### src/design/accel_consts.svh
//////////////////////////////////////////////////////////////////////
// accelerator control constants
// widths, depths, burst length and bank count
//////////////////////////////////////////////////////////////////////
`ifndef ACCEL_CONSTS_SVH
`define ACCEL_CONSTS_SVH

// instruction memory
`define ACC_IM_DEPTH 64
`define ACC_IM_AW 6
`define ACC_INSTR_W 64

// instructions per start
`define ACC_BURST 16

// feature banks
`define ACC_NBANKS 4
`define ACC_BANK_DEPTH 16
`define ACC_BANK_AW 4

// feature word
`define ACC_DATA_W 16

`endif

### src/design/accel_pkg.sv
//////////////////////////////////////////////////////////////////////
// accelerator control types
// opcodes, fetch states, instruction and bank command layouts
//////////////////////////////////////////////////////////////////////
`default_nettype none

`include "accel_consts.svh"

package accel_pkg;

  // supported opcodes, anything else decodes to nop
  typedef enum logic [7:0] {
    OP_NOP  = 8'h00,
    OP_LOAD = 8'h04,
    OP_ACC  = 8'h81
  } op_e;

  // burst fetch sequencer
  typedef enum logic [1:0] {
    FS_IDLE  = 2'd0,
    FS_READ  = 2'd1,
    FS_DRAIN = 2'd2
  } fetch_state_e;

  // 64-bit instruction, msb first
  typedef struct packed {
    logic [7:0]             opcode;
    logic [7:0]             f_type;
    logic [`ACC_DATA_W-1:0] src;
    logic [`ACC_DATA_W-1:0] dst;
    logic [7:0]             memsel;
    logic [7:0]             pad;
  } instr_t;

  // command broadcast to all banks
  typedef struct packed {
    op_e                     op;
    logic [`ACC_BANK_AW-1:0] addr;
    logic [`ACC_DATA_W-1:0]  data;
  } bank_cmd_t;

endpackage

`default_nettype wire

### src/design/feature_bank.sv
//////////////////////////////////////////////////////////////////////
// feature bank, 16 words of 16 bits
// executes load and acc, registered host read port
//////////////////////////////////////////////////////////////////////
`timescale 1ns/1ps
`default_nettype none

`include "accel_consts.svh"

module feature_bank (
  input  wire                        clk,
  input  wire                        rst,
  input  wire                        i_en,
  input  wire accel_pkg::bank_cmd_t  i_cmd,
  input  wire [`ACC_BANK_AW-1:0]     i_rd_addr,
  output logic [`ACC_DATA_W-1:0]     o_rd_data
);

  import accel_pkg::*;

  logic [`ACC_DATA_W-1:0] mem [`ACC_BANK_DEPTH];

  // word update at end of the command cycle
  always_ff @(posedge clk) begin
    if (rst) begin
      // bank contents start at zero
      for (int i = 0; i < `ACC_BANK_DEPTH; i++) begin
        mem[i] <= '0;
      end
    end else if (i_en) begin
      case (i_cmd.op)
        OP_LOAD: mem[i_cmd.addr] <= i_cmd.data;
        // wraps modulo 2^16
        OP_ACC:  mem[i_cmd.addr] <= mem[i_cmd.addr] + i_cmd.data;
        default: ;
      endcase
    end
  end

  // read every cycle, old value on same-cycle update
  always_ff @(posedge clk) begin
    if (rst) begin
      o_rd_data <= '0;
    end else begin
      o_rd_data <= mem[i_rd_addr];
    end
  end

endmodule

`default_nettype wire

### config.mk
export PLATFORM = sky130hd
export DESIGN_NAME = feature_bank
export DESIGN_NICKNAME = d
export VERILOG_FILES = /design/src/design/accel_pkg.sv /design/src/design/feature_bank.sv
export VERILOG_INCLUDE_DIRS = /design/src /design/src/design
export SDC_FILE = /design/constraint.sdc
export NUM_CORES = 1
export LEC_CHECK = 0
export BUFFER_PORTS_ARGS = -buffer_cell sky130_fd_sc_hd__buf_2
export CORE_AREA = 2 2 163 165
export DETAILED_ROUTE_END_ITERATION = 7
export DIE_AREA = 0 0 165 167
export PLACE_DENSITY_LB_ADDON = 0.1
export SYNTH_ARGS = -nofsm -noshare
export SYNTH_HDL_FRONTEND = slang
export SYNTH_SLANG_ARGS = --single-unit
### constraint.sdc
create_clock -name clk -period 3.8 [get_ports clk]
set_clock_uncertainty 0.2 [all_clocks]
set_input_delay 0 -clock clk [delete_from_list [all_inputs] [get_ports clk]]
set_output_delay 0 -clock clk [all_outputs]
set_load 0.05 [all_outputs]
==> results.cfg <==
[run_status]
status = completed

[setup_path]
rr_startpoint = mem[14][0]
worst_r2r_endpoint = mem[10][12]
critPathLaunch = mem[14][0]
arrival_ps = 3940
reg2reg_slack_ps = 20
cp.required_ps = 3970
crit_path_start_kind = register
critPathCaptureType = register
crit_end = mem[10][12]
worst-path-max-fanout = 16
worst_r2r_path_depth = 13
critical_path_class = reg2reg

[drt]
routed.top_layer = met4
drtAntennaViolNets = 0
via_count = 9844
routed-wl-met3_mm = 5.08
dr.pass1.iters = 6
post_drt_wl_per_cell_um = 30.4
drt-met1-wl_mm = 16.4
drc = 0
met2_length_mm = 21.4
drt_iter0_drc = 1261
vias_per_cell = 6.73
wirelength_mm = 44.4

[power]
power.total_uw = 7860
seqPwrFrac = 0.446
vdd_drop_max_uv = 393
leakagePower_uw = 0.00607
power-per-cell-area_nw_per_um2 = 456
sw_frac_of_total = 0.250
p_int_uw = 5890
netSwitchingPower_uw = 1970
p_comb_frac = 0.168
clkPwrFrac = 0.386

[synthesis]
synth.top_cells.by_count = edfxtp_1 (256), nor2_1 (256), mux4_2 (159), buf_2 (39), clkbuf_1 (32)
synth_cells = 965
synth-edff-count = 256
synth.distinct_cells = 57
synth.top_cell.area_share = 0.529
syn_area_sq_um = 14500
yosys-top-cells-area = edfxtp_1 (53%), mux4_2 (25%), nor2_1 (6.6%), dfxtp_1 (2.2%), buf_2 (1.3%)
synth_nets = 1016
synthesis.yosys.warnings = 0
ys_ff_latch = 272
syn_area_per_cell_sq_um = 15.1
synthArstFlopShare = 0
synthFlopType = edfxtp_1
yosysSeqAreaShare = 0.551
synth_largest_area_cell = edfxtp_1

[timing]
worstMarginPinSlew_ps = 912
timing.fmax_mhz = 265
rsz0062_at_grt = true
max_slew_margin = 0.392
finalSetupViolCount = 0
tns_ps = 0
setup_slack_ps = 24.9
hold_viol = 0
min_period_over_period = 0.993
drv_slew = 0
period_needed_ps = 3780

[grt]
antenna_found_initial = 0
grt_max_degree = 33
grt_pass1_vias = 9686
grt_usage = 0.335
grt_pass1_wl_mm = 64.5
grt.overflow.total = 0

[cells_and_area]
final_net_count = 1154
drive_above_1_share = 0.390
area_growth_pct = 18.6
diodes = 0

[placed_design]
place_congestion = 0.904
port-buffer-count = 50
dp_slack_ps = -86.1
post-dp-hpwl_mm = 28.0

[clock_tree]
cts_tree = yes
numCtsBuffers = 30
htreeDepth = 1
clk_latency_ps = 560
cts.clk_slew.worst_paths_ps = 60
clock_path_buffers = 3
root_buffer = clkbuf_16
cts.sink_count = 272

[floorplanning]
core_sq_um = 25800
pin_count = 51
die_h_um = 167
initial_core_util = 0.564
dieWidth_um = 165
std_cell_rows = 59
dieArea_sq_um = 27600

[flow_run]
drv_cap = 0

[hold_path]
holdCritPathClass = in2reg
sequential cells by signal (all words and copies together), names as in the netlist:
name / count
o_rd_data: 16
mem: 256
layout make-up:
class	count	area, sq um
fill	1838	8530
tap	335	419
clock inverter	12	190
timing repair buffer	190	1600
clock buffer	44	825
inverter	10	37.5
multi-input combinational	599	6160
sequential	272	8010
logic make-up after synthesis:
group | synth area share
xor+xnor | 0.00732
compound gates | 0.0348
buf+inv | 0.0328
simple gates | 0.107
flops | 0.551
fa+ha+maj | 0.0143
mux | 0.253
worst min-delay path by stage:
stage	slack, ps	to	depth (start not counted)	start
after floorplan	-130	o_rd_data[15]	1	rst
after global routing	50	o_rd_data[10]	3	i_rd_addr[3]
after detailed placement	270	o_rd_data[0]	1	o_rd_data[0]
final	40	mem[8][12]	4	i_cmd[21]
after global placement	270	o_rd_data[7]	1	o_rd_data[7]
after CTS	20	o_rd_data[11]	3	i_rd_addr[3]
layout by cell type, fill, tap and decap left out, types with 5 or more instances in the layout:
master           n
a211oi_1        12
a21oi_2          7
edfxtp_1       256
nor2_2          11
a21o_1           5
bufinv_16        5
ha_1            13
dfxtp_1         16
dlygate4sd3_1   17
nand2b_1        16
a21oi_1         12
nand2_1         11
nor2b_1         18
nand3_1          6
clkbuf_16       31
mux4_2         159
xor2_1           5
nand2_2         13
buf_2           47
buf_12          19
inv_1            9
buf_4          105
clkbuf_1        13
nor2_1         246
critical path, cell delays in order (launching register included):
cell and delay (ps):
edfxtp_1 380, mux4_2 480, mux4_2 550, ha_4 190, inv_2 50, fa_2 200, nand2b_4 140, a21oi_4 60
o21a_1 220, o211ai_1 280, a32oi_1 190, xnor2_2 190, buf_12 160, a211oi_1 280
per-layer routing:
layer	track usage	up-vias
met3	0.0516	110
met2	0.539	678
li1	-	4015
met4	0.104	0
met5	0	-
met1	0.479	5041
through the flow:
| step | util | hold slack [ps] | std cells | instance area [sq um] |
|---|---|---|---|---|
| floorplan | - | -128 | 965 | 14600 |
| global placement | 0.619 | 270 | 1387 | 15900 |
| detailed placement | 0.619 | 269 | 1387 | 15900 |
| CTS | 0.667 | 19.1 | 1462 | 17200 |
| global route | 0.669 | 47.0 | 1462 | 17200 |
| finish | 0.669 | 38.2 | 1462 | 17200 |
power by group through the flow:
stage,sequential [uW],combinational [uW],clock [uW]
2_1_floorplan,3600,737,0
3_3_place_gp,3550,1270,0
3_5_place_dp,3560,1270,0
4_1_cts,3500,1300,3040
5_1_grt,3520,1390,3160
6_report,3500,1320,3030
timing repair:
| action | in CTS | in global routing |
|---|---|---|
| endpoints found under the hold margin | 255 | 6 |
| endpoints found under the setup margin | 48 | 140 |
| cloned | 1 | 0 |
| resized for setup | 9 | 19 |
| hold buffers | 16 | 1 |
| pin swaps | 5 | 11 |
| buffers inserted | 3 | 1 |
Note: power is estimated with default switching activity, not from simulation.
