===== config.mk =====
export PLATFORM = sky130hd
export DESIGN_NAME = instr_fetch
export DESIGN_NICKNAME = d
export VERILOG_FILES = /design/src/design/accel_pkg.sv /design/src/design/instr_fetch.sv
export VERILOG_INCLUDE_DIRS = /design/src /design/src/design
export SDC_FILE = /design/constraint.sdc
export NUM_CORES = 1
export LEC_CHECK = 0
export ABC_CLOCK_PERIOD_IN_PS = 2000
export BUFFER_PORTS_ARGS = -buffer_cell sky130_fd_sc_hd__clkbuf_2
export CORE_UTILIZATION = 36
export CTS_CLUSTER_SIZE = 12
export DETAILED_ROUTE_END_ITERATION = 16
export PLACE_DENSITY_LB_ADDON = 0.08
export SLEW_MARGIN = 20
export SYNTH_ARGS = -nofsm -noshare
export SYNTH_HDL_FRONTEND = slang
export SYNTH_SLANG_ARGS = --single-unit

===== constraint.sdc =====
create_clock -name clk -period 2 [get_ports clk]
set_input_delay 0.2 -clock clk [delete_from_list [all_inputs] [get_ports clk]]
set_output_delay 0.2 -clock clk [all_outputs]
set_load 0.05 [all_outputs]

===== src/design/accel_consts.svh =====
//////////////////////////////////////////////////////////////////////
// accelerator control constants
// widths, depths, burst length and bank count
//////////////////////////////////////////////////////////////////////
`ifndef ACCEL_CONSTS_SVH
`define ACCEL_CONSTS_SVH

// instruction memory
`define ACC_IM_DEPTH 64
`define ACC_IM_AW 6
`define ACC_INSTR_W 64

// instructions per start
`define ACC_BURST 16

// feature banks
`define ACC_NBANKS 4
`define ACC_BANK_DEPTH 16
`define ACC_BANK_AW 4

// feature word
`define ACC_DATA_W 16

`endif


===== src/design/accel_pkg.sv =====
//////////////////////////////////////////////////////////////////////
// accelerator control types
// opcodes, fetch states, instruction and bank command layouts
//////////////////////////////////////////////////////////////////////
`default_nettype none

`include "accel_consts.svh"

package accel_pkg;

  // supported opcodes, anything else decodes to nop
  typedef enum logic [7:0] {
    OP_NOP  = 8'h00,
    OP_LOAD = 8'h04,
    OP_ACC  = 8'h81
  } op_e;

  // burst fetch sequencer
  typedef enum logic [1:0] {
    FS_IDLE  = 2'd0,
    FS_READ  = 2'd1,
    FS_DRAIN = 2'd2
  } fetch_state_e;

  // 64-bit instruction, msb first
  typedef struct packed {
    logic [7:0]             opcode;
    logic [7:0]             f_type;
    logic [`ACC_DATA_W-1:0] src;
    logic [`ACC_DATA_W-1:0] dst;
    logic [7:0]             memsel;
    logic [7:0]             pad;
  } instr_t;

  // command broadcast to all banks
  typedef struct packed {
    op_e                     op;
    logic [`ACC_BANK_AW-1:0] addr;
    logic [`ACC_DATA_W-1:0]  data;
  } bank_cmd_t;

endpackage

`default_nettype wire


===== src/design/instr_fetch.sv =====
//////////////////////////////////////////////////////////////////////
// burst instruction fetch
// reads 16 words from a base address and strobes them to decode
//////////////////////////////////////////////////////////////////////
`timescale 1ns/1ps
`default_nettype none

`include "accel_consts.svh"

module instr_fetch (
  input  wire                      clk,
  input  wire                      rst,
  input  wire                      i_start,
  input  wire [`ACC_IM_AW-1:0]     i_base_addr,
  input  wire [`ACC_INSTR_W-1:0]   i_mem_rdata,
  output logic                     o_mem_rd_en,
  output logic [`ACC_IM_AW-1:0]    o_mem_addr,
  output accel_pkg::instr_t        o_instr,
  output logic                     o_instr_en,
  output logic                     o_busy,
  output logic                     o_done
);

  import accel_pkg::*;

  localparam int AW = `ACC_IM_AW;
  // last read of the burst
  localparam logic [4:0] READ_LAST = 5'(`ACC_BURST - 1);
  // two cycles for decode and bank stages
  localparam logic [4:0] DRAIN_LAST = 5'd1;

  fetch_state_e state;
  logic [4:0] burst_cnt;
  logic [AW-1:0] base_q;

  always_ff @(posedge clk) begin
    if (rst) begin
      state <= FS_IDLE;
      burst_cnt <= '0;
      base_q <= '0;
      o_done <= 1'b0;
    end else begin
      o_done <= 1'b0;
      case (state)
        FS_IDLE: begin
          // start only accepted when idle
          if (i_start) begin
            state <= FS_READ;
            burst_cnt <= '0;
            base_q <= i_base_addr;
          end
        end
        FS_READ: begin
          if (burst_cnt == READ_LAST) begin
            state <= FS_DRAIN;
            burst_cnt <= '0;
          end else begin
            burst_cnt <= burst_cnt + 5'd1;
          end
        end
        FS_DRAIN: begin
          // last bank command issued, report done
          if (burst_cnt == DRAIN_LAST) begin
            state <= FS_IDLE;
            burst_cnt <= '0;
            o_done <= 1'b1;
          end else begin
            burst_cnt <= burst_cnt + 5'd1;
          end
        end
        default: state <= FS_IDLE;
      endcase
    end
  end

  // read port, address wraps modulo memory depth
  assign o_mem_rd_en = (state == FS_READ);
  assign o_mem_addr  = base_q + AW'(burst_cnt);
  assign o_busy      = (state != FS_IDLE);

  // strobe lines up with registered read data
  always_ff @(posedge clk) begin
    if (rst) begin
      o_instr_en <= 1'b0;
    end else begin
      o_instr_en <= o_mem_rd_en;
    end
  end

  assign o_instr = instr_t'(i_mem_rdata);

endmodule

`default_nettype wire


==> impl_metrics.tcl <==
set metrics [dict create \
    status "finished clean" \
    hold_end "base_q[1]" \
    synth_cells 172 \
    crit_path_end_kind "output port" \
    die_w_um 64.8 \
    max_stage_delay_ns 0.39 \
    grt_antenna_before_repair 0 \
    slew_headroom_pct 75.5 \
    maxCapViolCount 0 \
    ys_seq_area_share_pct 21.1 \
    coreArea_um2 3720 \
    dpl.hpwl_um 2180 \
    path_cells "ha_4, fa_2, a21o_1, a21oi_2, xnor2_1, clkbuf_8" \
    holdBufCountCts 0 \
    std_cell_rows 22 \
    cp_slowest_cell "fa_2" \
    routedWlPerCell_um 15.9 \
    route.detailed.drc 0 \
    cts_buffers 3 \
    n_antenna_cell 0 \
    grt_setup_unrepaired "true" \
    htreeDepth 1 \
    cts_tree "yes" \
    finalCritPeriodShare_pct 99.0 \
    crit_family "adder cells" \
    skew_ns 0.00215 \
    fin_area_um2 1240 \
    max_freq_mhz 505 \
    worstMarginPinSlew_ns 0.367 \
    clk_pin_slew_ns 0.06 \
    min_path_type "in -> reg" \
    finalCoreUtilization_pct 33.4 \
    ant_nets 0 \
    finalPower_w 0.00128 \
    syn2layout_area_growth_pct -12.8 \
    gp_congestion 0.736 \
    synth_cell_types 26 \
    place_area_um2 1090 \
    grt_overflow 0 \
    clock_latency_ns 0.25 \
    cp.required_ns 1.80 \
    ctsRootBufferMaster "clkbuf_8" \
    drive_gt1_share_pct 33.1 \
    final_common_cell "clkbuf_2" \
    drt-pass1-iter-count 4 \
    layout_common_cells "15 x clkbuf_2, 14 x nand2_1, 11 x nand3_1" \
    grtUsageTotal_pct 14.3 \
    finalSetupViolations 0 \
    numPortBuffers 18 \
    hp-start "i_base_addr[1]" \
    report.final.slew_viol_count 0 \
    crit_type "reg -> out" \
    syn_area_um2 1420 \
    leakagePower_nw 0.530 \
    die_h_um 64.8 \
    arrival_ns 1.78 \
    drtIter0Drc 37 \
    grt_pass1_wl_um 4580 \
    whs_path_depth 3 \
    peakVddDrop_mv 0.429 \
    p_per_area_nw_per_um2 1030 \
    finalSetupTns_ns 0 \
    num_vias 888 \
    avgSynthCellArea_um2 8.26 \
    worst_setup_path_start_kind "flop" \
    reg2reg_depth 6 \
    cp_max_fo 2 \
    crit_buf_inv 1 \
    grt_max_degree 16 \
    fin_nets 219 \
    ys_seq_elements 15 \
    reg2reg_slack_ns 0.18 \
    cts.path.max_buffers 2 \
    yosys_warnings 0 \
    die-area_um2 4200 \
    wirelength_um 2830 \
    boundaryPins 147 \
    via_per_inst 4.99 \
    hold_viol 0 \
    period_minus_slack_ns 1.98 \
    r2r-start "burst_cnt[0]" \
    grt_pass1_vias 885 \
    synth_nets 260 \
    r2r_end "state[1]" \
    start_util_pct 38.2 \
    cts_sinks 15 \
]
cell usage after synthesis:
| cell | instances | share of area, % |
|---|---|---|
| inv_1 | 9 | 2.4 |
| a32o_1 | 1 | 0.70 |
| xor2_1 | 1 | 0.62 |
| a21o_1 | 1 | 0.53 |
| buf_4 | 64 | 34 |
| nand4b_1 | 1 | 0.62 |
| clkbuf_1 | 3 | 0.79 |
| nand2_1 | 14 | 3.7 |
| nand3_1 | 11 | 3.9 |
| ha_1 | 14 | 12 |
| a221oi_4 | 1 | 1.8 |
| a31oi_1 | 2 | 0.88 |
| and2_1 | 1 | 0.44 |
| nand3b_1 | 3 | 1.6 |
| nor2_1 | 5 | 1.3 |
| mux2i_1 | 2 | 1.4 |
| nor3b_1 | 1 | 0.53 |
| or4b_4 | 1 | 0.97 |
| dfxtp_1 | 15 | 21 |
| fa_1 | 1 | 1.4 |
| o211ai_1 | 1 | 0.53 |
| or2_2 | 1 | 0.44 |
| a21oi_1 | 12 | 4.2 |
| xnor2_1 | 3 | 1.8 |
| nor2b_1 | 3 | 1.3 |
| a32o_2 | 1 | 0.79 |
state kept, by name, summed over array words and instances, names as in the netlist:
| signal | flops |
|---|---|
| base_q | 6 |
| burst_cnt | 5 |
| state | 2 |
| o_done | 1 |
| o_instr_en | 1 |
cell type report:
class	count	area, um2
Tap cell	48	60.1
Multi-Input combinational cell	81	659
Clock inverter	1	5.00
Sequential cell	15	310
Inverter	9	33.8
Timing Repair Buffer	21	130
Fill cell	400	2480
Clock buffer	3	41.3
stage by stage:
stage	worst slack, ns	hold slack (ns)	instances
after floorplan	0.00578	0.269	172
after global placement	0.113	0.400	173
after detailed placement	0.104	0.400	173
after CTS	0.00884	0.177	177
after global routing	-0.0662	0.175	178
final	0.0191	0.179	178
where the power goes:
group | internal [W] | switching, W | total, W
logic | 0.000227 | 0.000423 | 0.000651
registers | 0.000343 | 0.0000400 | 0.000383
clock network | 0.000138 | 0.000109 | 0.000247
total | 0.000709 | 0.000572 | 0.00128
layer usage:
layer / GRT usage [%] / share of wire (%) / wire (um) / vias to the layer above
met1: 16.3 / 40 / 1130 / 379
met4: 17.5 / 9.4 / 267 / 0
met2: 18.9 / 40 / 1120 / 46
met3: 4.58 / 11 / 307 / 48
met5: 0 / 0 / 0 / -
li1: - / - / - / 415
tightest hold or removal path, delay by kind of cell:
kind	cells	cell delay, ns
AO/OA/AOI/OAI	1	0.05
buffers and inverters	1	0.08
AND/OR/NAND/NOR	1	0.05
worst max-delay path by stage:
stage                 start             to  slack (ns)  cells after the start
6_report       burst_cnt[0]  o_mem_addr[4]        0.02                      6
5_1_grt           base_q[0]  o_mem_addr[4]       -0.07                      6
4_1_cts        burst_cnt[0]  o_mem_addr[4]       0.009                      6
3_5_place_dp   burst_cnt[0]  o_mem_addr[4]        0.10                      6
3_3_place_gp   burst_cnt[0]  o_mem_addr[4]        0.11                      6
2_1_floorplan  burst_cnt[2]  o_mem_addr[5]       0.006                      5
repair_timing:
action / in CTS / in global routing
gates cloned: 0 / 0
resized for setup: 8 / 14
setup buffers: 0 / 1
setup endpoints to repair: 2 / 3
pin swaps: 0 / 8
kinds of logic after synthesis:
kind of cell	share of synthesized area [%]
buffers and inverters	37.0
AND/OR/NAND/NOR	14.8
AO/OA/AOI/OAI	9.51
adder cells (fa/ha/maj)	13.7
flip-flops	21.1
XOR/XNOR	2.47
multiplexers	1.41
Note: power is estimated with default switching activity, not from simulation.
