===== config.mk =====
export PLATFORM = sky130hd
export DESIGN_NAME = instr_decode
export DESIGN_NICKNAME = d
export VERILOG_FILES = /design/src/design/accel_pkg.sv /design/src/design/instr_decode.sv
export VERILOG_INCLUDE_DIRS = /design/src /design/src/design
export SDC_FILE = /design/constraint.sdc
export NUM_CORES = 1
export LEC_CHECK = 0
export BUFFER_PORTS_ARGS = -buffer_cell sky130_fd_sc_hd__buf_4
export CAP_MARGIN = 10
export CORE_AREA = 8 8 56 58
export CTS_BUF_LIST = sky130_fd_sc_hd__clkbuf_8
export CTS_CLUSTER_SIZE = 12
export DETAILED_ROUTE_END_ITERATION = 8
export DIE_AREA = 0 0 64 66
export GPL_TIMING_DRIVEN = 0
export MAX_ROUTING_LAYER = met4
export PLACE_DENSITY = 0.85
export SLEW_MARGIN = 20
export SYNTH_ARGS = -nofsm -noshare
export SYNTH_HDL_FRONTEND = slang
export SYNTH_SLANG_ARGS = --single-unit
export TNS_END_PERCENT = 5

===== constraint.sdc =====
create_clock -name clk -period 2 [get_ports clk]
set_input_delay 0.4 -clock clk [delete_from_list [all_inputs] [get_ports clk]]
set_output_delay 0.4 -clock clk [all_outputs]
set_load 0.01 [all_outputs]

===== src/design/accel_consts.svh =====
//////////////////////////////////////////////////////////////////////
// accelerator control constants
// widths, depths, burst length and bank count
//////////////////////////////////////////////////////////////////////
`ifndef ACCEL_CONSTS_SVH
`define ACCEL_CONSTS_SVH

// instruction memory
`define ACC_IM_DEPTH 64
`define ACC_IM_AW 6
`define ACC_INSTR_W 64

// instructions per start
`define ACC_BURST 16

// feature banks
`define ACC_NBANKS 4
`define ACC_BANK_DEPTH 16
`define ACC_BANK_AW 4

// feature word
`define ACC_DATA_W 16

`endif


===== src/design/accel_pkg.sv =====
//////////////////////////////////////////////////////////////////////
// accelerator control types
// opcodes, fetch states, instruction and bank command layouts
//////////////////////////////////////////////////////////////////////
`default_nettype none

`include "accel_consts.svh"

package accel_pkg;

  // supported opcodes, anything else decodes to nop
  typedef enum logic [7:0] {
    OP_NOP  = 8'h00,
    OP_LOAD = 8'h04,
    OP_ACC  = 8'h81
  } op_e;

  // burst fetch sequencer
  typedef enum logic [1:0] {
    FS_IDLE  = 2'd0,
    FS_READ  = 2'd1,
    FS_DRAIN = 2'd2
  } fetch_state_e;

  // 64-bit instruction, msb first
  typedef struct packed {
    logic [7:0]             opcode;
    logic [7:0]             f_type;
    logic [`ACC_DATA_W-1:0] src;
    logic [`ACC_DATA_W-1:0] dst;
    logic [7:0]             memsel;
    logic [7:0]             pad;
  } instr_t;

  // command broadcast to all banks
  typedef struct packed {
    op_e                     op;
    logic [`ACC_BANK_AW-1:0] addr;
    logic [`ACC_DATA_W-1:0]  data;
  } bank_cmd_t;

endpackage

`default_nettype wire


===== src/design/instr_decode.sv =====
//////////////////////////////////////////////////////////////////////
// instruction decoder
// splits fields and issues one bank command with one-hot enables
//////////////////////////////////////////////////////////////////////
`timescale 1ns/1ps
`default_nettype none

`include "accel_consts.svh"

module instr_decode (
  input  wire                       clk,
  input  wire                       rst,
  input  wire accel_pkg::instr_t    i_instr,
  input  wire                       i_instr_en,
  output accel_pkg::bank_cmd_t      o_cmd,
  output logic [`ACC_NBANKS-1:0]    o_bank_en
);

  import accel_pkg::*;

  op_e op_dec;
  logic [`ACC_NBANKS-1:0] bank_en_d;
  bank_cmd_t cmd_d;

  // unknown opcodes fall back to nop
  always_comb begin
    case (i_instr.opcode)
      OP_LOAD: op_dec = OP_LOAD;
      OP_ACC:  op_dec = OP_ACC;
      default: op_dec = OP_NOP;
    endcase
  end

  // f_type and pad are carried but not used here
  always_comb begin
    cmd_d.op   = op_dec;
    // bank word address from low bits of dst
    cmd_d.addr = i_instr.dst[`ACC_BANK_AW-1:0];
    // operand value
    cmd_d.data = i_instr.src;
  end

  // memsel low bits pick the bank
  // nop and idle cycles enable nothing
  always_comb begin
    bank_en_d = '0;
    if (i_instr_en && (op_dec != OP_NOP)) begin
      bank_en_d[i_instr.memsel[1:0]] = 1'b1;
    end
  end

  // registered bank enables
  always_ff @(posedge clk) begin
    if (rst) begin
      o_bank_en <= '0;
    end else begin
      o_bank_en <= bank_en_d;
    end
  end

  // command payload broadcast to every bank
  always_ff @(posedge clk) begin
    o_cmd <= cmd_d;
  end

endmodule

`default_nettype wire


==> results of run 1 <==
## kinds of logic (layout without fill, tap and decap cells)
group	count (synthesis)	after routing	synth area share (%)
flip-flops	26	26	75.9
AO/OA/AOI/OAI	4	4	6.57
buffers and inverters	6	69	6.57
AND/OR/NAND/NOR	10	10	10.4
other	1	5	0.547
## state kept, by name, summed over array words and instances, names as in the netlist
register and count:
o_bank_en 4, o_cmd 22
## stage by stage
stage,cells,cell area (um^2),hold WS (ns),setup WS [ns]
floorplan,51,701,0.428,0.620
global placement,140,1180,0.505,0.419
detailed placement,140,1180,0.506,0.386
CTS,144,1240,0.233,0.649
global route,144,1240,0.219,0.614
finish,144,1240,0.242,0.656
## path summary, 6_finish.rpt
kind,start,to,slack [ns],cells past startpoint
max,i_instr[60],o_bank_en[2]$_SDFF_PP0_,0.66,3
min,i_instr[37],o_cmd[5]$_DFF_P_,0.24,1
## cell type report
cell class                      instances  share of cell area (%)
Buffer                                  6                    3.64
Clock buffer                            4                    4.45
Multi-Input combinational cell         19                    10.9
Sequential cell                        26                    42.1
Tap cell                               30                    3.04
Timing Repair Buffer                   59                    35.8
## layer usage
layer / wire [um] / share of wire (%) / GRT usage [%] / up-vias
li1: - / - / - / 283
met1: 672 / 37 / 7.72 / 244
met2: 819 / 45 / 13.9 / 43
met3: 295 / 16 / 5.25 / 2
met4: 17 / 0.94 / 5.01 / 0
met5: 0 / 0 / - / -
## worst max-delay path: cells and delay by family
family | cells | cell delay, ns
buffers and inverters | 1 | 0.12
AO/OA/AOI/OAI | 1 | 0.40
AND/OR/NAND/NOR | 1 | 0.56
## power groups by stage
stage / sequential, mW / combinational [mW] / clock (mW)
6_report: 0.544 / 0.116 / 0.312
5_1_grt: 0.547 / 0.126 / 0.351
4_1_cts: 0.544 / 0.118 / 0.325
3_5_place_dp: 0.557 / 0.117 / 0
3_3_place_gp: 0.556 / 0.114 / 0
2_1_floorplan: 0.568 / 0.0210 / 0
## cells in the final DEF, fill, tap and decap left out, types with 2 or more instances in the layout
cell type  instances
buf_4             65
nand2b_1           2
dfxtp_1           26
nor4_1             2
clkbuf_8           4
a2111oi_1          3
conb_1             5
==> impl_summary.txt, run 1 <==
----------------------------------------------------
[STA]
  Fraction of the cycle the final worst path needs ... 67.2%
  Final setup violation count ... 0
  Final-report hold violation count ... 0
  Count of final max-slew check failures ... 0
  Summed negative setup slack over all endpoints ... 0 ns
  Max Clk Rate ... 744 MHz
  Unrepaired setup endpoints after global routing ... false
  Post-layout minimum cycle time ... 1.34 ns

[Route]
  Routed Wire Length ... 1.80 mm
  Number of violations reported at the end of detailed-routing iteration 0 ... 13
  Routed via count ... 572
  Number of iterations in the first detailed-routing pass ... 3
  Average routed wire per standard cell ... 12.5 um
  Detail-routed via count per cell ... 3.97
  DRC violations left ... 0
  Post-DRT Antenna Nets ... 0

[Yosys]
  Sequential area share after synthesis ... 75.9%
  Gate count after technology mapping ... 47
  Number of warnings issued by yosys ... 0
  Post-synthesis async set-or-reset flop share ... 0%
  Predominant post-synthesis flop cell ... dfxtp_1
  Dominant cell type by area after synthesis ... dfxtp_1
  Yosys reg bits ... 26
  Largest cells by area after synthesis ... dfxtp_1 (76%), buf_4 (6.6%), a2111oi_1 (4.4%), a2111oi_2 (2.2%), or4b_4 (2.0%)
  Count of cell types in the netlist ... 13
  Most used standard cell by instance count after synthesis ... dfxtp_1
  Avg Synthesized Cell Area ... 14.6 um^2
  Number of flops mapped to enable cells by yosys ... 0
  Most frequent cells after synthesis ... dfxtp_1 (26), buf_4 (6), a2111oi_1 (3), nand2b_1 (2), nor4_1 (2)
  Netlist area before placement ... 686 um^2
  Share of Yosys cell area claimed by the top area cell type ... 75.9%

[Clock tree]
  Post-CTS Repair Setup Buffers ... 0
  Maximum clock insertion buffer count ... 2
  Total number of clock tree sinks ... 26
  Clock tree from TritonCTS ... built
  Count of cells resized by post-cts repair ... 0
  H-Tree Depth ... 1
  Hold_buf cts ... 0
  Number of buffers inserted during clock tree synthesis ... 3
  Clock root buffer ... clkbuf_8
  Clk pin slew, worst setup/hold paths ... 0.08 ns

[Floorplan]
  Initial cell density of the core ... 29.6%
  Top Ports ... 99
  Die outline area ... 4220 um^2
  Total core area ... 2320 um^2
  Std cell rows ... 18
  Die span in y ... 66 um
  Die outline width ... 64 um

[Min path]
  Hold Crit Class ... in2reg

[Worst setup path]
  Startpoint-to-endpoint class of the critical path ... in2reg
  Worst Setup End Kind ... register
  CP max stage delay ... 0.56 ns
  Maximum fanout along the worst path ... 4
  CP required ... 2.13 ns
  Launching element type of the critical path ... input pin
  Slowest CP cell ... or4b_4
  Cell-by-cell listing of the critical path ... buf_4 > or4b_4 > a2111oi_1
  Crit path DAT ... 1.48 ns

[Finish]
  Fillers ... 209
  Layout cells sized above 1 ... 64.0%
  Relative area change from synthesis to final layout ... 80.3%
  Core Util, Final ... 53.3%
  Combined area of the multi-input logic cells ... 135 um^2
  Sequential cell area ... 520 um^2
  Net count reported at finish ... 182
  Antenna cell count ... 0

[Pwr]
  Part of the power in registers ... 56.0%
  PnR Total Power ... 0.972 mW
  Worst vdd ir ... 402 uV
  Psw ... 0.183 mW
  Int Power ... 0.789 mW
  Part of the total power dissipated in combinational logic ... 11.9%
  Total power density per cell area ... 786 nW/um^2
  Switching share of power ... 18.8%
  Leakage component of the power ... 0.601 nW
  Clk pwr share ... 32.1%

[Placed design]
  Detailed placement HPWL ... 1.62 mm
  Final GP Congestion ... 0.718
  Port Buf Inserts ... 59

[Global route]
  Overall routing resource usage ... 8.63%
  GRT Residual Overflow ... 0
  Vias in the first global route ... 646
  Antenna violations before repair ... 0
  Pin count of the biggest net entering global routing ... 15
  Global-route wire length before repair ... 2.79 mm

[Outcome]
  Outcome ... complete, no violations

[Flow run]
  Count of maximum capacitance violations ... 0

----------------------------------------------------
No activity file was read; power rests on OpenSTA's default activity.
==> run 2, diff against run 1 <==
CORE_AREA = 8 8 60 62   (was 8 8 56 58)
DIE_AREA = 0 0 68 70   (was 0 0 64 66)
PLACE_DENSITY = 0.77   (was 0.85)
clock period = 1.2 ns   (was 2 ns; I/O delays follow)
==> impl_summary.txt, run 2 (synthesized netlist as in run 1, its figures left out) <==
----------------------------------------------------
[Worst setup path]
  Cell-by-cell listing of the critical path ... buf_4 > or4b_4 > a2111oi_2
  Startpoint-to-endpoint class of the critical path ... in2reg
  Kind of cell adding the most delay to the critical path ... simple AND/OR/NAND/NOR gates
  CP max stage delay ... 0.57 ns
  Crit path DAT ... 1.28 ns
  Worst path buffer plus inverter count ... 1
  Launching element type of the critical path ... input pin
  Slowest CP cell ... or4b_4
  Worst Setup End Kind ... register
  CP required ... 1.35 ns
  Maximum fanout along the worst path ... 4

[Pwr]
  Total power density per cell area ... 1300 nW/um^2
  Part of the total power dissipated in combinational logic ... 12.1%
  Part of the power in registers ... 55.7%
  Int Power ... 1.32 mW
  Worst vdd ir ... 803 uV
  Psw ... 0.312 mW
  Clk pwr share ... 32.2%
  Switching share of power ... 19.2%
  Leakage component of the power ... 0.603 nW

[Finish]
  Max reg flops ... 22
  Reg with most FFs ... o_cmd
  Leading cell type in the layout, fill and taps excluded ... buf_4
  Net count reported at finish ... 182
  Layout cells sized above 1 ... 66.7%
  Regs by FF count ... o_cmd: 22 flops, o_bank_en: 4 flops
  Fillers ... 237
  Most used cells in the layout excluding fill and tap cells ... buf_4 (65), dfxtp_1 (26), conb_1 (5)
  Relative area change from synthesis to final layout ... 83.0%
  Core Util, Final ... 47.1%
  Antenna cell count ... 0

[Clock tree]
  Total number of clock tree sinks ... 26
  Clk pin slew, worst setup/hold paths ... 0.08 ns
  Maximum clock insertion buffer count ... 2
  Post-CTS Repair Setup Buffers ... 0
  Clock tree from TritonCTS ... built
  Number of buffers inserted during clock tree synthesis ... 3
  Hold_buf cts ... 0
  Clock root buffer ... clkbuf_8
  Count of cells resized by post-cts repair ... 0
  H-Tree Depth ... 1

[STA]
  Unrepaired setup endpoints after global routing ... false
  Final setup violation count ... 0
  Final-report hold violation count ... 0
  Summed negative setup slack over all endpoints ... 0 ns
  Post-layout minimum cycle time ... 1.13 ns
  Count of final max-slew check failures ... 0
  Max Clk Rate ... 885 MHz
  Fraction of the cycle the final worst path needs ... 94.2%

[Flow run]
  Count of maximum capacitance violations ... 0

[Floorplan]
  Initial cell density of the core ... 25.8%
  Total core area ... 2660 um^2
  Std cell rows ... 19
  Die outline area ... 4760 um^2
  Top Ports ... 99
  Die outline width ... 68 um
  Die span in y ... 70 um

[Route]
  Post-DRT Antenna Nets ... 0
  Detail-routed via count per cell ... 3.91
  DRC violations left ... 0
  Number of violations reported at the end of detailed-routing iteration 0 ... 10
  Routed Wire Length ... 1.82 mm
  Average routed wire per standard cell ... 12.6 um
  Number of iterations in the first detailed-routing pass ... 3
  Routed via count ... 567

[Placed design]
  Final GP Congestion ... 0.659
  Port Buf Inserts ... 59

[Global route]
  Overall routing resource usage ... 7.35%
  Antenna violations before repair ... 0
  Vias in the first global route ... 602
  Global-route wire length before repair ... 2.64 mm
  Pin count of the biggest net entering global routing ... 15
  GRT Residual Overflow ... 0

[Min path]
  Hold Crit Class ... in2reg

[Outcome]
  Outcome ... complete, no violations

----------------------------------------------------
==> run 2: cell type report <==
class / count / area (um^2) / share of cell area [%]
Sequential cell: 26 / 520 / 41.5
Timing Repair Buffer: 59 / 443 / 35.3
Multi-Input combinational cell: 19 / 153 / 12.2
Clock buffer: 4 / 55.1 / 4.39
Buffer: 6 / 45.0 / 3.59
Tap cell: 31 / 38.8 / 3.09
==> run 2: per-layer routing <==
layer  wire length [um]  vias to the layer above  GRT usage, %
li1                   -                      284             -
met1                682                      238          7.70
met2                806                       43          11.1
met3                314                        2          3.35
met4                 19                        0          4.10
met5                  0                        -             -
==> run 2: worst paths after layout <==
path	slack [ns]	cells past startpoint	from	to
hold / removal	0.08	1	i_instr[16]	o_cmd[16]$_DFF_P_
setup / recovery	0.07	3	i_instr[60]	o_bank_en[2]$_SDFF_PP0_
==> run 2: stage by stage <==
| step | setup slack (ns) | hold slack (ns) | area, um^2 | total power [mW] | cells |
|---|---|---|---|---|---|
| after floorplan | -0.0185 | 0.268 | 718 | 0.987 | 51 |
| after detailed placement | -0.219 | 0.346 | 1200 | 1.13 | 141 |
| after global routing | 0.00639 | 0.0589 | 1250 | 1.71 | 145 |
| after CTS | 0.0565 | 0.0693 | 1250 | 1.66 | 145 |
| after global placement | -0.186 | 0.344 | 1200 | 1.12 | 141 |
| final | 0.0696 | 0.0788 | 1250 | 1.63 | 145 |
==> run 2: power by group through the flow <==
stage	sequential, mW	clock [mW]	combinational (mW)
after global routing	0.910	0.592	0.212
after CTS	0.908	0.553	0.200
final	0.907	0.524	0.198
after global placement	0.927	0	0.195
after detailed placement	0.928	0	0.200
after floorplan	0.947	0	0.0398
