[config.mk]
export PLATFORM = sky130hd
export DESIGN_NAME = bank_readout
export DESIGN_NICKNAME = d
export VERILOG_FILES = /design/src/design/bank_readout.sv
export VERILOG_INCLUDE_DIRS = /design/src /design/src/design
export SDC_FILE = /design/constraint.sdc
export NUM_CORES = 1
export LEC_CHECK = 0
export BUFFER_PORTS_ARGS = -buffer_cell sky130_fd_sc_hd__clkbuf_2
export CAP_MARGIN = 5
export CORE_ASPECT_RATIO = 1.2
export CORE_UTILIZATION = 34
export CTS_CLUSTER_DIAMETER = 50
export DETAILED_ROUTE_END_ITERATION = 10
export GPL_ROUTABILITY_DRIVEN = 0
export GPL_TIMING_DRIVEN = 0
export PLACE_DENSITY = 0.84
export SLEW_MARGIN = 40
export SYNTH_ARGS = -nofsm -noshare
export SYNTH_HDL_FRONTEND = slang
export SYNTH_SLANG_ARGS = --single-unit
[constraint.sdc]
create_clock -name clk -period 1.4 [get_ports clk]
set_input_delay 0.07 -clock clk [delete_from_list [all_inputs] [get_ports clk]]
set_output_delay 0.07 -clock clk [all_outputs]
set_load 0.02 [all_outputs]
[src/design/accel_consts.svh]
//////////////////////////////////////////////////////////////////////
// accelerator control constants
// widths, depths, burst length and bank count
//////////////////////////////////////////////////////////////////////
`ifndef ACCEL_CONSTS_SVH
`define ACCEL_CONSTS_SVH

// instruction memory
`define ACC_IM_DEPTH 64
`define ACC_IM_AW 6
`define ACC_INSTR_W 64

// instructions per start
`define ACC_BURST 16

// feature banks
`define ACC_NBANKS 4
`define ACC_BANK_DEPTH 16
`define ACC_BANK_AW 4

// feature word
`define ACC_DATA_W 16

`endif

[src/design/bank_readout.sv]
//////////////////////////////////////////////////////////////////////
// bank readout
// picks the addressed bank word for the host and registers it
//////////////////////////////////////////////////////////////////////
`timescale 1ns/1ps
`default_nettype none

`include "accel_consts.svh"

module bank_readout (
  input  wire                                    clk,
  input  wire                                    rst,
  input  wire                                    i_rd_en,
  input  wire [1:0]                              i_rd_bank,
  input  wire [`ACC_NBANKS-1:0][`ACC_DATA_W-1:0] i_bank_data,
  output logic                                   o_rd_valid,
  output logic [`ACC_DATA_W-1:0]                 o_rd_data
);

  // request delayed to match bank read register
  logic rd_en_q;
  logic [1:0] rd_bank_q;

  always_ff @(posedge clk) begin
    if (rst) begin
      rd_en_q <= 1'b0;
      o_rd_valid <= 1'b0;
    end else begin
      rd_en_q <= i_rd_en;
      o_rd_valid <= rd_en_q;
    end
  end

  // bank index lines up with the bank read register
  always_ff @(posedge clk) begin
    rd_bank_q <= i_rd_bank;
    o_rd_data <= i_bank_data[rd_bank_q];
  end

endmodule

`default_nettype wire

==> results of run 1 <==
[cell type report]
| type | instances | area share (%) |
|---|---|---|
| multi-input cells | 18 | 28.70 |
| repair buffers | 89 | 33.79 |
| clock buffers | 4 | 2.634 |
| well taps | 31 | 2.816 |
| plain buffers | 4 | 2.997 |
| flip-flops and latches | 20 | 29.06 |
[sequential cells by signal, indices dropped and copies added (netlist names)]
signal,cells
o_rd_valid,1
rd_bank_q,2
rd_en_q,1
o_rd_data,16
[cells in the mapped netlist, drive strengths merged]
cell,count,area [um^2]
buf,4,41.29
nor2b,2,12.51
mux4,16,382.9
dfxtp,20,400.4
[logic make-up after synthesis]
| family | after synthesis |
|---|---|
| mux | 16 |
| buf+inv | 4 |
| simple gates | 2 |
| flops | 20 |
[stage by stage]
stage                     instances  power, mW  area [um^2]  hold WS [ns]  setup slack (ns)
final                           166      1.289         1378       0.08084            0.1694
after global routing            166      1.357         1378       0.05679            0.1238
after CTS                       166      1.301         1378       0.07224            0.1577
after detailed placement        158     0.9738         1301        0.1739            0.1685
after global placement          158     0.9604         1301        0.1747            0.1737
after floorplan                  42     0.8194        837.1       0.09772            0.2172
[cell usage in the layout (no fill, tap or decap), drive strengths merged]
cell type	n
dfxtp	20
buf	4
nor2b	2
clkbuf	89
mux4	16
dlygate4sd3	4
[final timing paths]
kind,endpoint,startpoint,cells past startpoint
worst min-delay path,o_rd_data[7],i_bank_data[55],2
worst max register to register,o_rd_data[12],rd_bank_q[0],3
worst min register to register,o_rd_valid,rd_en_q,1
worst max-delay path,o_rd_data[12],rd_bank_q[0],3
[timing repair]
item | in CTS | in global routing
endpoints found under the hold margin | 4 | 0
resized for setup | 0 | 0
hold buffers | 4 | 0
[power breakdown]
| part | internal (mW) | total (mW) | leakage (nW) | switching [mW] |
|---|---|---|---|---|
| clock | 0.158 | 0.325 | 0.0210 | 0.166 |
| sequential | 0.623 | 0.637 | 0.168 | 0.0134 |
| combinational | 0.186 | 0.328 | 0.525 | 0.142 |
| total | 0.968 | 1.29 | 0.714 | 0.321 |
[layer usage]
| layer | up-vias | track usage [%] | wire, um |
|---|---|---|---|
| li1 | 363 | - | - |
| met1 | 359 | 21.20 | 818 |
| met2 | 33 | 33.07 | 1323 |
| met3 | 4 | 1.608 | 101 |
| met4 | 0 | 9.796 | 41 |
| met5 | - | 0 | 0 |
==> impl_metrics.ini, run 1 <==
[clock_network]
cts_buffers = 3
cts_buffer_depth = 2
path_clk_slew_ns = 0.11
cts_root_buf = clkbuf_4
clkLatencyLatePin_ns = 0.29
h-tree-depth = 1
post_cts_buffers = 0
cts_tree = yes
clkSinkCount = 20

[logic_synthesis]
synth_compound_gate_area_share_pct = 0
synth_seq_cells = 20
synth-xor-area-share_pct = 0
yosys_warnings = 0
synth_top_family_by_area = multiplexers
synth-simple-area-share_pct = 1.495
syn_avg_cell_area_um2 = 19.93
synth_area_um2 = 837.1
synthMuxAreaShare_pct = 45.74
synth_seq_area_share_pct = 47.83
syn_nets = 111
postSynthCellCount = 42
synth_fa_ha_area_share_pct = 0
ys_types = 7

[floorplan]
core_um2 = 2306
start_util_pct = 36.30
die_h_um = 56.36
die_w_um = 47.30
io_pins = 86
rows = 19
dieArea_um2 = 2665

[power]
peakVddDrop_mv = 0.6579
p_leak_nw = 0.7140
cellPowerDensity_nw_per_um2 = 935.8

[final_layout]
diodes = 0
fin_util_pct = 59.74
regArea_um2 = 400.4
area_delta_synth_final_pct = 64.57
fill_cells = 199
nNetsFinal = 205
drive_gt1_share_pct = 76.30
multiInputGateArea_um2 = 395.4

[sta]
fmax_ghz = 0.8126
timing.setup.tns_ns = 0
skew_ns = 0.001469
fin_crit_ns = 1.231
relSlewSlack_pct = 84.33
rsz0062_at_grt = false
hold_viol = 0
tightest_slew_ns = 0.2351
final-setup-viol-count = 0
slew_viol_final = 0
period_share_pct = 87.90

[critical_path]
crit_buf_inv = 2
critical_path.top_delay_family = multiplexers
slowest_stage = mux4_2
path_max_fanout = 10
worstSetupPathType = reg2reg
max_stage_delay_ns = 0.49
r2r_slack_ns = 0.17
required_ns = 1.58
endpoint_kind = flip-flop
arrival_ns = 1.41
cp_cell_sequence = buf_6, buf_12, mux4_2
cp-start-kind = flip-flop

[place]
post-dp-hpwl_um = 2018
numPortBuffers = 85

[global_route]
grt_max_degree = 12
grt_pass1_wl_um = 3436
track_usage_pct = 18.87
grt_pass1_vias = 780
grt_remaining_overflow = 0
antenna_found_initial = 0

[route]
routed_wl_um = 2285
antenna_left = 0
vias = 759
firstDrtPassIters = 4
drt_iter0_drc = 30
drc = 0
wl_per_cell_um = 13.77
via_per_inst = 4.572

[hold_path]
min_path_type = in2reg

[status]
run_status = completed

[flow_run]
max-cap-violations = 0
(Power assumes the default switching activity.)
==> run 2: changes to the inputs <==
--- a/config.mk
+++ b/config.mk
@@ -10,10 +10,12 @@
 export CAP_MARGIN = 5
 export CORE_ASPECT_RATIO = 1.2
 export CORE_UTILIZATION = 34
+export CTS_BUF_LIST = sky130_fd_sc_hd__clkbuf_8 sky130_fd_sc_hd__clkbuf_16
 export CTS_CLUSTER_DIAMETER = 50
 export DETAILED_ROUTE_END_ITERATION = 10
 export GPL_ROUTABILITY_DRIVEN = 0
 export GPL_TIMING_DRIVEN = 0
+export MAX_ROUTING_LAYER = met4
 export PLACE_DENSITY = 0.84
 export SLEW_MARGIN = 40
 export SYNTH_ARGS = -nofsm -noshare
==> impl_metrics.ini, run 2 (synthesis gave the netlist of run 1 again) <==
[critical_path]
endpoint_kind = flip-flop
crit_buf_inv = 2
cp-endpoint = o_rd_data[11]
max_stage_delay_ns = 0.50
r2r-start = rd_bank_q[0]
cp-start-kind = flip-flop
crit_start = rd_bank_q[0]
slowest_stage = mux4_2
worstSetupPathType = reg2reg
cp.depth = 3
arrival_ns = 1.36
required_ns = 1.53
critical_path.top_delay_family = multiplexers
r2r_end = o_rd_data[11]
r2r_slack_ns = 0.16
path_max_fanout = 10
cp_cell_sequence = buf_6, buf_12, mux4_2
reg2reg_depth = 3

[global_route]
busiest_layer = met2
track_usage_pct = 19.36
antenna_found_initial = 0
grt_pass1_vias = 778
gr-usage-met2_pct = 33.07
grt_pass1_wl_um = 3408
grt_remaining_overflow = 0
grt_max_degree = 12
grt_use_met1_pct = 20.34
gr-usage-met3_pct = 2.894

[floorplan]
rows = 19
io_pins = 86
start_util_pct = 36.30
core_um2 = 2306
die_h_um = 56.36
dieArea_um2 = 2665
die_w_um = 47.30

[final_layout]
regMostFlops = o_rd_data
fin_cells = 165
largest_reg_flops = 16
layout_commonest_cell = clkbuf_2
reg_top3 = o_rd_data (16), rd_bank_q (2)
area_delta_synth_final_pct = 65.62
diodes = 0
layout_common_cells = 85 x clkbuf_2, 20 x dfxtp_1, 10 x mux4_2
fill_cells = 198
nNetsFinal = 204
drive_gt1_share_pct = 76.87

[sta]
tightest_slew_ns = 0.2378
skew_ns = 0.003942
relSlewSlack_pct = 84.15
rsz0062_at_grt = false
hold_viol = 0
fmax_ghz = 0.8092
final-setup-viol-count = 0
timing.setup.tns_ns = 0
slew_viol_final = 0
fin_crit_ns = 1.236
setup_slack_ns = 0.1642
period_share_pct = 88.27

[place]
post-dp-hpwl_um = 2018
place_inst = 158
dp_worst_setup_slack_ns = 0.1685
numPortBuffers = 85

[route]
routed_wl_um = 2290
drc = 0
via_per_inst = 4.618
drt_iter0_drc = 13
firstDrtPassIters = 4
antenna_left = 0
vias = 762
wl_per_cell_um = 13.88

[clock_network]
post_cts_buffers = 0
postCtsHoldBufs = 3
h-tree-depth = 1
cts_root_buf = clkbuf_8
cts_tree = yes
clkLatencyLatePin_ns = 0.25
clkSinkCount = 20
path_clk_slew_ns = 0.07
cts_buffers = 3
cts_resized = 0
cts_buffer_depth = 2

[power]
cellPowerDensity_nw_per_um2 = 1001
peakVddDrop_mv = 0.7027
p_total_mw = 1.387
p_leak_nw = 0.7176

[status]
run_status = completed

[hold_path]
min_path_type = in2reg

[flow_run]
max-cap-violations = 0
-- run 2: layer usage --
| layer | part of all wire [%] | vias to the layer above | wire (um) |
|---|---|---|---|
| li1 | - | 359 | - |
| met1 | 35 | 364 | 806 |
| met2 | 58 | 33 | 1330 |
| met3 | 4.6 | 6 | 105 |
| met4 | 2.1 | 0 | 48 |
| met5 | 0 | - | 0 |
-- run 2: worst reg2reg max path, stage by stage (launching register included) --
cell and delay, ns:
dfxtp_1 0.32, buf_6 0.14, buf_12 0.15, mux4_2 0.50
-- run 2: worst min-delay path by stage --
stage          cells after the start    startpoint      endpoint
6_report                           2       i_rd_en       rd_en_q
5_1_grt                            2       i_rd_en       rd_en_q
4_1_cts                            2       i_rd_en       rd_en_q
3_5_place_dp                       1  i_rd_bank[0]  rd_bank_q[0]
3_3_place_gp                       1  i_rd_bank[0]  rd_bank_q[0]
2_1_floorplan                      0  i_rd_bank[0]  rd_bank_q[0]
-- run 2: metrics by stage --
step                      cell area (um^2)  utilization, %  hold WS [ns]
after floorplan                      837.1               -       0.09772
after global placement                1301           56.43        0.1747
after detailed placement              1301           56.43        0.1739
after CTS                             1386           60.12       0.04066
after global routing                  1386           60.12       0.06551
final                                 1386           60.12       0.03814
-- run 2: final cells by class --
cell class	instances	area, um^2	share of cell area [%]
multi-input combinational	18	395.4	28.52
clock buffer	4	55.05	3.971
timing repair buffer	88	455.4	32.85
tap	31	38.79	2.798
sequential	20	400.4	28.88
buffer	4	41.29	2.978
-- run 2: report_power, final --
group | switching (mW) | internal [mW]
logic | 0.142 | 0.184
registers | 0.0134 | 0.624
clock network | 0.175 | 0.250
==> run 3: changes to the inputs <==
--- a/config.mk
+++ b/config.mk
@@ -14,7 +14,6 @@
 export CTS_CLUSTER_DIAMETER = 50
 export DETAILED_ROUTE_END_ITERATION = 10
 export GPL_ROUTABILITY_DRIVEN = 0
-export GPL_TIMING_DRIVEN = 0
 export MAX_ROUTING_LAYER = met4
 export PLACE_DENSITY = 0.84
 export SLEW_MARGIN = 40
==> impl_metrics.ini, run 3 (synthesis gave the netlist of run 1 again) <==
[critical_path]
endpoint_kind = flip-flop
max_stage_delay_ns = 0.52
path_max_fanout = 10
cp-start-kind = flip-flop
required_ns = 1.53
cp_cell_sequence = buf_4, mux4_2
arrival_ns = 1.32
slowest_stage = mux4_2
worstSetupPathType = reg2reg

[sta]
fmax_ghz = 0.8436
slew_viol_final = 0
final-setup-viol-count = 0
rsz0062_at_grt = false
hold_slack_ns = 0.04848
fin_crit_ns = 1.185
period_share_pct = 84.67
skew_ns = 0.005085
tightest_slew_ns = 0.1864
relSlewSlack_pct = 87.57
setup_slack_ns = 0.2146
timing.setup.tns_ns = 0
hold_viol = 0

[clock_network]
h-tree-depth = 1
cts_tree = yes
cts_root_buf = clkbuf_8
clkSinkCount = 20
path_clk_slew_ns = 0.07
cts_resized = 0
cts_buffers = 3
cts_buffer_depth = 2
clkLatencyLatePin_ns = 0.25

[route]
via_per_inst = 4.659
drc = 0
vias = 764
wl_per_cell_um = 13.71
routed_wl_um = 2249
firstDrtPassIters = 4
antenna_left = 0
drt_iter0_drc = 10

[power]
seqPwrFrac_pct = 48.4
p_leak_nw = 0.7063
p_sw_share_pct = 24.48
cellPowerDensity_nw_per_um2 = 968.6
peakVddDrop_mv = 0.4420
p_clk_share_pct = 27.4
internal_power_mw = 0.9957
p_switching_mw = 0.3228
p_comb_share_pct = 24.2

[floorplan]
die_w_um = 47.30
dieArea_um2 = 2665
start_util_pct = 36.30
io_pins = 86
rows = 19
die_h_um = 56.36
core_um2 = 2306

[place]
dp_worst_setup_slack_ns = 0.1917
numPortBuffers = 85
post-dp-hpwl_um = 1995

[global_route]
antenna_found_initial = 0
grt_pass1_wl_um = 3318
grt_max_degree = 11
grt_remaining_overflow = 0
track_usage_pct = 18.80
grt_pass1_vias = 775

[final_layout]
area_delta_synth_final_pct = 62.63
drive_gt1_share_pct = 76.69
regMostFlops = o_rd_data
nNetsFinal = 204
largest_reg_flops = 16
layout_commonest_cell = clkbuf_2
layout_common_cells = 85 x clkbuf_2, 20 x dfxtp_1, 10 x mux4_2
reg_top3 = o_rd_data (16), rd_bank_q (2)
diodes = 0

[flow_run]
max-cap-violations = 0

[status]
run_status = completed

[hold_path]
min_path_type = in2reg
run 3: changes by cell type in the layout (fill, tap and decap cells not counted):
cell      delta
buf_4        +4
buf_2        -2
buf_12       -1
buf_6        -1
clkbuf_8     -1
run 3: repair_timing:
| action | in CTS | in global routing |
|---|---|---|
| hold buffers | 3 | 0 |
| setup buffers | 0 | 0 |
| endpoints found under the hold margin | 4 | 0 |
run 3: cell type report:
| type | count | area (um^2) |
|---|---|---|
| sequential | 20 | 400.4 |
| fill | 210 | 944.7 |
| multi-input combinational | 18 | 395.4 |
| timing repair buffer | 92 | 485.5 |
| tap | 31 | 38.79 |
| clock buffer | 3 | 41.29 |
run 3: power groups by stage:
stage	combinational [mW]	sequential [mW]	clock (mW)
floorplan	0.104	0.715	0
global placement	0.305	0.650	0
detailed placement	0.315	0.652	0
CTS	0.322	0.639	0.368
global route	0.340	0.642	0.393
finish	0.319	0.639	0.361
run 3: per-stage QoR:
stage	utilization (%)	cells	total power, mW	area, um^2
CTS	59.03	164	1.329	1361
finish	59.03	164	1.319	1361
detailed placement	55.94	158	0.9673	1290
floorplan	-	42	0.8194	837.1
global route	59.03	164	1.376	1361
global placement	55.94	158	0.9555	1290
run 3: worst max-delay path: cells and delay by family (launching register included):
family	cells	cell delay (ns)
multiplexers	1	0.52
flip-flops	1	0.33
buffers and inverters	1	0.22
run 3: path summary, 6_finish.rpt:
| path | start | to | slack [ns] | cells past startpoint |
|---|---|---|---|---|
| max | rd_bank_q[0] | o_rd_data[7] | 0.21 | 2 |
| min | i_rd_en | rd_en_q | 0.05 | 2 |
| max reg2reg | rd_bank_q[0] | o_rd_data[7] | 0.21 | 2 |
| min reg2reg | rd_en_q | o_rd_valid | 0.45 | 1 |
run 3: per-layer routing:
| metal | routed length (um) | GRT usage [%] | up-vias |
|---|---|---|---|
| met4 | 67 | 11.02 | 0 |
| li1 | - | - | 360 |
| met2 | 1214 | 30.53 | 37 |
| met5 | 0 | - | - |
| met1 | 871 | 21.28 | 361 |
| met3 | 96 | 1.929 | 6 |
